[config.mk]
export PLATFORM = sky130hd
export DESIGN_NAME = fe_top
export DESIGN_NICKNAME = d
export VERILOG_FILES = /design/src/fe_pkg.sv /design/src/fe_instr_scan.sv /design/src/fe_btb.sv /design/src/fe_pc_gen.sv /design/src/fe_top.sv
export SDC_FILE = /design/constraint.sdc
export NUM_CORES = 2
export LEC_CHECK = 0
export ABC_CLOCK_PERIOD_IN_PS = 6600
export CORE_ASPECT_RATIO = 1.25
export CORE_MARGIN = 4
export CORE_UTILIZATION = 40
export DETAILED_ROUTE_END_ITERATION = 8
export DONT_BUFFER_PORTS = 1
export HOLD_SLACK_MARGIN = 0.12
export PLACE_DENSITY = 0.57
export SLEW_MARGIN = 10
export SYNTH_ARGS = -nofsm -noshare
export SYNTH_HDL_FRONTEND = slang
export SYNTH_SLANG_ARGS = --single-unit
[constraint.sdc]
create_clock -name clk_i -period 6.6 [get_ports clk_i]
set_input_delay 0.66 -clock clk_i [delete_from_list [all_inputs] [get_ports clk_i]]
set_output_delay 0.66 -clock clk_i [all_outputs]
set_load 0.05 [all_outputs]
[src/fe_pkg.sv]
// Shared widths, enums and message structs for the fetch front end.
// Imported by every RTL module and by the testbench.

package fe_pkg;

  localparam int vaddr_width   = 32;
  localparam int instr_width   = 32;
  // index sits just above the two byte-offset bits, tag just above the index
  localparam int btb_idx_width = 6;
  localparam int btb_tag_width = 8;

  typedef enum logic
  {
    cmd_reset,
    cmd_redirect
  } fe_cmd_op_e;

  // backend to front end
  typedef struct packed
  {
    fe_cmd_op_e               op;
    logic [vaddr_width-1:0]   pc;
    logic [btb_tag_width-1:0] btb_tag;
    logic [btb_idx_width-1:0] btb_idx;
  } fe_cmd_s;

  typedef enum logic [1:0]
  {
    scan_branch,
    scan_jal,
    scan_other
  } fe_scan_class_e;

  // class is a keyword, hence instr_class
  typedef struct packed
  {
    fe_scan_class_e         instr_class;
    logic [vaddr_width-1:0] imm;
  } fe_scan_s;

  typedef struct packed
  {
    logic [vaddr_width-1:0] addr;
    logic [instr_width-1:0] instr;
  } fe_icache_resp_s;

  typedef enum logic
  {
    msg_fetch,
    msg_exception
  } fe_msg_type_e;

  typedef enum logic [1:0]
  {
    exc_misaligned
  } fe_exc_code_e;

  // front end to backend
  typedef struct packed
  {
    fe_msg_type_e             msg_type;
    logic [vaddr_width-1:0]   pc;
    logic [instr_width-1:0]   instr;
    logic [btb_tag_width-1:0] btb_tag;
    logic [btb_idx_width-1:0] btb_idx;
    fe_exc_code_e             exc_code;
  } fe_queue_s;

endpackage

[src/fe_instr_scan.sv]
// Combinational predecode of one RV32 instruction.
// Classifies branch / jal and returns the sign-extended target offset.

module fe_instr_scan
  (input  logic [fe_pkg::instr_width-1:0] instr_i
  , output fe_pkg::fe_scan_s              scan_o
  );

  import fe_pkg::*;

  // major opcodes that matter for prediction
  typedef enum logic [6:0]
  {
    op_branch = 7'b1100011,
    op_jal    = 7'b1101111
  } rv_opcode_e;

  logic [12:0] imm_b;
  logic [20:0] imm_j;

  // B-type and J-type immediate bit scrambles
  assign imm_b = {instr_i[31], instr_i[7], instr_i[30:25], instr_i[11:8], 1'b0};
  assign imm_j = {instr_i[31], instr_i[19:12], instr_i[20], instr_i[30:21], 1'b0};

  always_comb
  begin
    case (instr_i[6:0])
      op_branch:
      begin
        scan_o.instr_class = scan_branch;
        scan_o.imm         = {{(vaddr_width-13){imm_b[12]}}, imm_b};
      end
      op_jal:
      begin
        scan_o.instr_class = scan_jal;
        scan_o.imm         = {{(vaddr_width-21){imm_j[20]}}, imm_j};
      end
      default:
      begin
        scan_o.instr_class = scan_other;
        scan_o.imm         = '0;
      end
    endcase
  end

endmodule

[src/fe_btb.sv]
// Direct-mapped branch target buffer.
// Read address is registered, so hit and target appear one cycle after r_v_i.
// Entries are written by redirect commands; a same-cycle read sees old data.

module fe_btb
  (input  logic                              clk_i
  , input  logic                             reset_i
  , input  logic [fe_pkg::vaddr_width-1:0]   r_addr_i
  , input  logic                             r_v_i
  , output logic [fe_pkg::vaddr_width-1:0]   tgt_o
  , output logic                             tgt_v_o
  , input  logic                             w_v_i
  , input  logic [fe_pkg::btb_idx_width-1:0] w_idx_i
  , input  logic [fe_pkg::btb_tag_width-1:0] w_tag_i
  , input  logic [fe_pkg::vaddr_width-1:0]   w_tgt_i
  );

  import fe_pkg::*;

  localparam int entries = 2 ** btb_idx_width;

  typedef struct packed
  {
    logic [btb_tag_width-1:0] tag;
    logic [vaddr_width-1:0]   tgt;
  } btb_entry_s;

  btb_entry_s               mem [entries];
  logic [entries-1:0]       valid_q;
  logic [btb_idx_width-1:0] r_idx;
  logic [btb_tag_width-1:0] r_tag;
  btb_entry_s               rd_entry_q;
  logic [btb_tag_width-1:0] rd_tag_q;
  logic                     rd_v_q;

  assign r_idx = r_addr_i[2 +: btb_idx_width];
  assign r_tag = r_addr_i[2+btb_idx_width +: btb_tag_width];

  // valid bits and read strobe
  always_ff @(posedge clk_i)
  begin
    if (reset_i)
    begin
      valid_q <= '0;
      rd_v_q  <= 1'b0;
    end
    else
    begin
      rd_v_q <= r_v_i & valid_q[r_idx];
      if (w_v_i)
        valid_q[w_idx_i] <= 1'b1;
    end
  end

  // storage and registered read
  always_ff @(posedge clk_i)
  begin
    if (w_v_i)
      mem[w_idx_i] <= '{tag: w_tag_i, tgt: w_tgt_i};
    if (r_v_i)
    begin
      rd_entry_q <= mem[r_idx];
      rd_tag_q   <= r_tag;
    end
  end

  assign tgt_o   = rd_entry_q.tgt;
  assign tgt_v_o = rd_v_q & (rd_entry_q.tag == rd_tag_q);

endmodule

[src/fe_pc_gen.sv]
// Next-pc generation, fetch stage and one-entry output queue.
// Commands restart the stream; misses and back-pressure replay the lost pc.
// Prediction: btb hit, then backward branch / jal, then pc+4.

module fe_pc_gen
  (input  logic                              clk_i
  , input  logic                             reset_i
  , input  fe_pkg::fe_cmd_s                  fe_cmd_i
  , input  logic                             fe_cmd_v_i
  , output logic [fe_pkg::vaddr_width-1:0]   icache_req_o
  , output logic                             icache_req_v_o
  , input  logic                             icache_ready_i
  , input  fe_pkg::fe_icache_resp_s          icache_resp_i
  , input  logic                             icache_resp_v_i
  , input  logic                             icache_miss_i
  , input  fe_pkg::fe_scan_s                 scan_i
  , output logic [fe_pkg::vaddr_width-1:0]   btb_r_addr_o
  , output logic                             btb_r_v_o
  , input  logic [fe_pkg::vaddr_width-1:0]   btb_tgt_i
  , input  logic                             btb_tgt_v_i
  , output logic                             btb_w_v_o
  , output logic [fe_pkg::btb_idx_width-1:0] btb_w_idx_o
  , output logic [fe_pkg::btb_tag_width-1:0] btb_w_tag_o
  , output logic [fe_pkg::vaddr_width-1:0]   btb_w_tgt_o
  , output fe_pkg::fe_queue_s                fe_queue_o
  , output logic                             fe_queue_v_o
  , input  logic                             fe_queue_ready_i
  );

  import fe_pkg::*;

  typedef enum logic [1:0]
  {
    boot,
    run,
    halt
  } state_e;

  state_e                 state_q;
  state_e                 state_n;
  logic                   fetch_v_q;
  logic [vaddr_width-1:0] fetch_pc_q;
  logic [vaddr_width-1:0] pending_pc_q;
  logic [vaddr_width-1:0] pc_n;
  logic [vaddr_width-1:0] resp_pc;
  logic [vaddr_width-1:0] msg_pc;
  fe_queue_s              queue_q;
  fe_queue_s              queue_n;
  logic                   queue_v_q;
  logic                   cmd_misaligned;
  logic                   stall;
  logic                   fetch_hit;
  logic                   predict_taken;
  logic                   req_accept;
  logic                   load_queue;

  assign cmd_misaligned = fe_cmd_i.pc[1:0] != 2'b00;
  // full queue that is not draining freezes the front end
  assign stall          = queue_v_q & ~fe_queue_ready_i;
  // usable response with data back, room to queue it and no flush
  assign fetch_hit      = fetch_v_q & icache_resp_v_i & ~icache_miss_i & ~stall & ~fe_cmd_v_i;
  assign resp_pc        = icache_resp_i.addr;
  assign predict_taken  = (scan_i.instr_class == scan_jal)
                        | ((scan_i.instr_class == scan_branch) & scan_i.imm[vaddr_width-1]);

  always_comb
  begin
    if (fe_cmd_v_i)
      pc_n = fe_cmd_i.pc;
    // response lost to a miss or a frozen queue is fetched again
    else if (fetch_v_q & ~fetch_hit)
      pc_n = fetch_pc_q;
    else if (fetch_hit & btb_tgt_v_i)
      pc_n = btb_tgt_i;
    else if (fetch_hit & predict_taken)
      pc_n = resp_pc + scan_i.imm;
    else if (fetch_hit)
      pc_n = resp_pc + vaddr_width'(4);
    else
      pc_n = pending_pc_q;
  end

  // a command issues in its own cycle, even from boot or halt
  assign icache_req_o   = pc_n;
  assign icache_req_v_o = fe_cmd_v_i ? ~cmd_misaligned : ((state_q == run) & ~stall);
  assign req_accept     = icache_req_v_o & icache_ready_i;

  assign btb_r_addr_o = pc_n;
  assign btb_r_v_o    = req_accept;

  assign btb_w_v_o   = fe_cmd_v_i & (fe_cmd_i.op == cmd_redirect) & ~cmd_misaligned;
  assign btb_w_idx_o = fe_cmd_i.btb_idx;
  assign btb_w_tag_o = fe_cmd_i.btb_tag;
  assign btb_w_tgt_o = fe_cmd_i.pc;

  assign state_n = fe_cmd_v_i ? (cmd_misaligned ? halt : run) : state_q;

  always_ff @(posedge clk_i)
  begin
    if (reset_i)
    begin
      state_q   <= boot;
      fetch_v_q <= 1'b0;
    end
    else
    begin
      state_q   <= state_n;
      fetch_v_q <= req_accept;
    end
  end

  // fetch pc follows accepted requests, pending pc holds the rest
  always_ff @(posedge clk_i)
  begin
    if (req_accept)
      fetch_pc_q <= pc_n;
    else
      pending_pc_q <= pc_n;
  end

  // a command here can only load an exception message
  assign load_queue = fe_cmd_v_i ? cmd_misaligned : fetch_hit;
  assign msg_pc     = fe_cmd_v_i ? fe_cmd_i.pc : resp_pc;

  always_comb
  begin
    queue_n.msg_type = fe_cmd_v_i ? msg_exception : msg_fetch;
    queue_n.pc       = msg_pc;
    queue_n.instr    = fe_cmd_v_i ? '0 : icache_resp_i.instr;
    queue_n.btb_tag  = msg_pc[2+btb_idx_width +: btb_tag_width];
    queue_n.btb_idx  = msg_pc[2 +: btb_idx_width];
    queue_n.exc_code = exc_misaligned;
  end

  always_ff @(posedge clk_i)
  begin
    if (reset_i)
      queue_v_q <= 1'b0;
    else if (fe_cmd_v_i | fetch_hit)
      queue_v_q <= load_queue;
    else if (fe_queue_ready_i)
      queue_v_q <= 1'b0;
  end

  always_ff @(posedge clk_i)
  begin
    if (load_queue)
      queue_q <= queue_n;
  end

  assign fe_queue_o   = queue_q;
  assign fe_queue_v_o = queue_v_q;

endmodule

[src/fe_top.sv]
// Fetch front end top level.
// Ties pc generation to the btb and predecoder; cache and backend ports go out.

module fe_top
  (input  logic                            clk_i
  , input  logic                           reset_i
  , input  fe_pkg::fe_cmd_s                fe_cmd_i
  , input  logic                           fe_cmd_v_i
  , output logic [fe_pkg::vaddr_width-1:0] icache_req_o
  , output logic                           icache_req_v_o
  , input  logic                           icache_ready_i
  , input  fe_pkg::fe_icache_resp_s        icache_resp_i
  , input  logic                           icache_resp_v_i
  , input  logic                           icache_miss_i
  , output fe_pkg::fe_queue_s              fe_queue_o
  , output logic                           fe_queue_v_o
  , input  logic                           fe_queue_ready_i
  );

  import fe_pkg::*;

  fe_scan_s                 scan;
  logic [vaddr_width-1:0]   btb_r_addr;
  logic                     btb_r_v;
  logic [vaddr_width-1:0]   btb_tgt;
  logic                     btb_tgt_v;
  logic                     btb_w_v;
  logic [btb_idx_width-1:0] btb_w_idx;
  logic [btb_tag_width-1:0] btb_w_tag;
  logic [vaddr_width-1:0]   btb_w_tgt;

  fe_pc_gen pc_gen_inst
    (.clk_i            (clk_i)
    , .reset_i         (reset_i)
    , .fe_cmd_i        (fe_cmd_i)
    , .fe_cmd_v_i      (fe_cmd_v_i)
    , .icache_req_o    (icache_req_o)
    , .icache_req_v_o  (icache_req_v_o)
    , .icache_ready_i  (icache_ready_i)
    , .icache_resp_i   (icache_resp_i)
    , .icache_resp_v_i (icache_resp_v_i)
    , .icache_miss_i   (icache_miss_i)
    , .scan_i          (scan)
    , .btb_r_addr_o    (btb_r_addr)
    , .btb_r_v_o       (btb_r_v)
    , .btb_tgt_i       (btb_tgt)
    , .btb_tgt_v_i     (btb_tgt_v)
    , .btb_w_v_o       (btb_w_v)
    , .btb_w_idx_o     (btb_w_idx)
    , .btb_w_tag_o     (btb_w_tag)
    , .btb_w_tgt_o     (btb_w_tgt)
    , .fe_queue_o      (fe_queue_o)
    , .fe_queue_v_o    (fe_queue_v_o)
    , .fe_queue_ready_i(fe_queue_ready_i)
    );

  fe_btb btb_inst
    (.clk_i     (clk_i)
    , .reset_i  (reset_i)
    , .r_addr_i (btb_r_addr)
    , .r_v_i    (btb_r_v)
    , .tgt_o    (btb_tgt)
    , .tgt_v_o  (btb_tgt_v)
    , .w_v_i    (btb_w_v)
    , .w_idx_i  (btb_w_idx)
    , .w_tag_i  (btb_w_tag)
    , .w_tgt_i  (btb_w_tgt)
    );

  // predecode the instruction coming back from the cache
  fe_instr_scan scan_inst
    (.instr_i (icache_resp_i.instr)
    , .scan_o (scan)
    );

endmodule

# Word-level counts from Yosys, hierarchy flattened
# Memories as Yosys holds them, arrays and structs flattened. A register that Yosys moved wholly into a read port is not among the register bits.
# Index checks and enable logic that the tools add are counted.
# W data, S select, Z words.
# op_classes
bitwise	24
add_sub_neg	2
mul	0
reduce_logical	4
muxes	19
div	0
shifts	0
n_lt_le_gt_ge	3
n_eq_ne	5
# ops
operator	count
$mux W32	6
$pmux W34 S2	1
$or A64 B64 Y64	1
$add A32 B3 Y32 const B	1
$add A32 B32 Y32	1
$and A1 B1 Y1	15
$eq A7 B7 Y1 const B	2
$lt A6 B7 Y1 const B	2
$mux W1	9
$eq A8 B8 Y1	1
$bmux W1 S6	1
$demux W1 S6	1
$ge A6 B1 Y1 const B	1
$not A1 Y1	6
$eq A2 B1 Y1 const B	2
$reduce_bool A2 Y1	2
$logic_not A2 Y1	1
$mux W2	1
$or A1 B1 Y1	2
$logic_and A1 B1 Y1	1
# word_totals
latch_bits	0
mem_count	1
regBits	220
wordCells	71
ram_bits	2560
in_bits	118
mem_bits_ro	0
out_inout_bits	115
# mem_list
memory	words	width	read_ports	rd_ports_with_merged_regs	write_ports	line	source
btb_inst.mem	64	40	1	1	1	fe_btb.sv:28	btb_entry_s mem [entries];

# Longest topological paths before layout
# depth
ltp_word	13
mapped_depth	23
mapped_depth_nobuf	18

# By module
# A second synthesis with hierarchy kept.
# unflattened
cells_unflattened	5443
hier_area_um2	110701.2
# modules_own_cells
mod	seq_area_each_um2	cells_each	instances	area_each_um2
fe_btb	79616.4	4432	1	100951.8
fe_pc_gen	3953.8	937	1	9210.1
fe_instr_scan	0.0	74	1	539.3

# Least setup slack after synthesis
# OpenSTA, ideal clock, no wires.
# synth_path
path_type	input to register
start	input fe_cmd_v_i
end	register, netlist name btb_inst.rd_entry_q[32]
required_ns	6.175
n_path_buf	2
setup_slack_ns	0.935
setup_time_ns	0.425
t_arrival_ns	5.240
stages	7
path_cell_list	buf_2 inv_1 clkbuf_1 nand2_1 o31ai_1 nand2_1 inv_1
# synth_via
word_cells_on_any_way	13
# synth_lines
element	line	source
start: declaration	fe_top.sv:8	, input logic fe_cmd_v_i
$mux W1	fe_pc_gen.sv:85	assign icache_req_v_o = fe_cmd_v_i ? ~cmd_misaligned : ((state_q == run) & ~stall);
via icache_req_v_o	fe_top.sv:10	, output logic icache_req_v_o
$and A1 B1 Y1	fe_pc_gen.sv:86	assign req_accept = icache_req_v_o & icache_ready_i;
via btb_inst.r_v_i	fe_btb.sv:9	, input logic r_v_i
# The timed path passes the listed nets, and every way through them passes these cells.
# A chain may end at the register's enable or synchronous reset.

# Worst setup path after layout
# layout_path
start	register, netlist name btb_inst.rd_entry_q[37]
end	register, netlist name btb_inst.tgt_o[27]
# layout_via
elab_chain_len	6
# layout_rtl
element	line	source
$eq A8 B8 Y1	fe_btb.sv:68	assign tgt_v_o = rd_v_q & (rd_entry_q.tag == rd_tag_q);
$and A1 B1 Y1	fe_btb.sv:68	
$and A1 B1 Y1	fe_pc_gen.sv:73	else if (fetch_hit & btb_tgt_v_i)
$mux W32	fe_pc_gen.sv:73	
$mux W32	fe_pc_gen.sv:71	else if (fetch_v_q & ~fetch_hit)
$mux W32	fe_pc_gen.sv:68	if (fe_cmd_v_i)
# No other way between the ends.

==> impl_metrics.toml <==
[placement]
place_inst = 11500
routabilityCongestion = 0.893
port_buffers = 0
place_area_mm2 = 0.120
hpwl_um = 235000

[finish]
multi_input_area_mm2 = 0.0275
final_cells = 12100
nNetsFinal = 8322
drive_gt1_share_pct = 10.7
design_area_mm2 = 0.130
areaGrowthSynthToFinish_pct = 14.8
n_fill_cell = 24700
seq_area_mm2 = 0.0833

[synth]
ys_seq_elements = 2798
ys_types = 89
synth_area_leaders = "edfxtp_1 (72%), nand2_1 (5.0%), mux2i_1 (4.7%)"
synth_warnings = 0
synth_top_cells_by_count = "edfxtp_1 (2729), nand2_1 (1500), mux2i_1 (536), nand3_1 (488), a211oi_1 (295)"
synth_area_per_cell_um2 = 14.2
synthesis.area_mm2 = 0.113
yosysSeqAreaShare_pct = 73.6
syn_inst = 7969
synth_edf_count = 2729
synth_area_leader_cell = "edfxtp_1"
synth_most_common_cell = "edfxtp_1"
netlist.area_leader.share_pct = 72.3
synthArstFlopShare_pct = 0
synth-main-ff-cell = "edfxtp_1"

[detailed_routing]
wirelength_um = 414000
drc = 0
dr.pass1.iters = 6
ant_nets = 0
wire_per_inst_um = 34.1
vias_per_cell = 6.13
via_count = 74400
drt_iter0_markers = 9270

[setup_path]
arrival_ns = 6.30
rr_startpoint = "btb_inst.rd_entry_q[37]$_DFFE_PP_"
critPathKind = "reg2reg"
worstRegToRegCells = 12
worst-path-max-fanout = 78
rr_endpoint = "btb_inst.tgt_o[27]$_DFFE_PP_"
r2r_slack_ns = 0.87
endpoint_kind = "flip-flop"
cp.required_ns = 7.17
start_kind = "flip-flop"

[floorplanning]
rows = 218
io_pins = 233
die_w_um = 484
core_area_mm2 = 0.282
die_area_mm2 = 0.292
dieHeight_um = 603
start_util_pct = 40.2

[global_route]
grt_pass1_wl_um = 571000
overflow = 0
grt_pass1_vias = 70400
antenna_found_initial = 28
grt_max_degree = 124
track_usage_pct = 27.6

[sta]
period_share_pct = 86.9
max_freq_mhz = 174
finalSetupViolCount = 0
min_period_ns = 5.73
slew_headroom_pct = 11.4
worstMarginPinSlew_ns = 1.32
finalMaxSlewViolations = 0
hold_ws_ns = 0.149
fin_tns_setup_ns = 0
fin_skew_ns = 0.0427
rsz0062_at_grt = "false"
finalHoldViolations = 0

[clocking]
clkLatencyLatePin_ns = 0.86
cts_hold_buffers = 109
cts.htree.levels = 5
root_buffer = "clkbuf_16"
numCtsBuffers = 277
postCtsResizedCells = 0
cts.clk_slew.worst_paths_ns = 0.06
cts_setup_buffers = 0
clockBufferDepth = 4
clkSinkCount = 2798
tritoncts = "done"

[status]
outcome = "completed"

[power_and_ir_drop]
finalPower_mw = 39.0
ir_drop_mv = 0.184
p_leak_nw = 43.7
power.density_mw_per_mm2 = 299

[min_path]
holdPathEnd = "pc_gen_inst.fe_queue_o[2]$_DFFE_PP_"
worstHoldPathType = "in2reg"
holdPathStages = 2
holdCritStartpoint = "icache_resp_i[34]"

[run]
maxCapViolations = 0
[per-stage QoR]
step | utilization (%) | worst slack (ns)
floorplan | - | 0.935
global placement | 42.4 | -0.240
detailed placement | 42.4 | 0.632
CTS | 46.1 | 0.932
global route | 46.1 | 0.525
finish | 46.1 | 0.866
[where the power goes]
group / total, mW / switching (mW) / internal [mW]
clock network: 15.3 / 6.69 / 8.63
logic: 3.86 / 2.72 / 1.14
registers: 19.8 / 0.181 / 19.6
total: 39.0 / 9.59 / 29.4
[logic make-up (layout without fill, tap and decap cells)]
logic type,count (synthesis),in the layout,synth area share (%)
XOR/XNOR,52,52,0.402
AO/OA/AOI/OAI,1334,1334,8.30
flip-flops,2798,2798,73.6
adder cells (fa/ha/maj),32,32,0.360
buffers and inverters,693,1089,2.82
AND/OR/NAND/NOR,2491,2491,9.42
multiplexers,568,568,5.14
other,1,45,0.00331
[layer usage]
layer	up-vias	GRT usage (%)	share of wire [%]
met5	-	0	0.021
met4	8	17.2	7.2
met3	974	5.84	9.7
met2	4264	44.0	46
met1	38300	34.6	37
li1	30800	-	-
[registers in the layout, summed over array words and instances, names as in the netlist]
name,count
btb_inst.tgt_o,32
pc_gen_inst.state_q,2
pc_gen_inst.fe_queue_v_o,1
pc_gen_inst.pending_pc_q,32
btb_inst.mem,2560
pc_gen_inst.fetch_pc_q,32
pc_gen_inst.fetch_v_q,1
btb_inst.rd_v_q,1
btb_inst.rd_entry_q,8
pc_gen_inst.fe_queue_o,65
btb_inst.valid_q,64
[critical path: stages, from the launching register on]
cell and delay [ns]:
edfxtp_1 0.91, xnor2_1 0.22, nand4_1 0.19, or4_1 0.80, o21ai_4 0.31, buf_4 0.68, buf_12 0.43, a211oi_1 0.11
a211oi_1 0.68, a311oi_1 0.10, o21ai_0 0.23, nand4_1 0.19, a221o_1 0.30
[cell usage in the layout (no fill, tap or decap), types with 80 or more instances in the layout]
| cell type | n |
|---|---|
| buf_12 | 80 |
| o22ai_1 | 162 |
| a31oi_1 | 87 |
| mux2i_1 | 536 |
| edfxtp_1 | 2729 |
| o21ai_0 | 136 |
| nand2_1 | 1497 |
| a211oi_1 | 295 |
| buf_4 | 258 |
| clkbuf_16 | 286 |
| a311oi_1 | 154 |
| inv_1 | 163 |
| nor2_1 | 181 |
| a21oi_1 | 169 |
| nand3_1 | 487 |
[how the worst max path moves through the flow]
stage / start / cells past startpoint / endpoint
floorplan: fe_cmd_v_i / 7 / btb_inst.rd_entry_q[32]$_DFFE_PP_
global placement: icache_resp_i[4] / 20 / btb_inst.rd_entry_q[38]$_DFFE_PP_
detailed placement: icache_resp_i[4] / 20 / btb_inst.tgt_o[3]$_DFFE_PP_
CTS: pc_gen_inst.fe_queue_v_o$_SDFFE_PP0P_ / 8 / icache_req_o[7]
global route: icache_resp_i[5] / 16 / icache_req_o[30]
finish: btb_inst.rd_entry_q[37]$_DFFE_PP_ / 12 / btb_inst.tgt_o[27]$_DFFE_PP_
[final cells by class]
type / count / area share (%)
inverter: 169 / 0.512
clock buffer: 353 / 5.77
multi-input combinational: 4479 / 21.1
timing repair buffer: 447 / 4.11
clock inverter: 120 / 0.761
antenna: 43 / 0.0827
tap: 3740 / 3.60
sequential: 2798 / 64.1
Note: power is estimated with default switching activity, not from simulation.
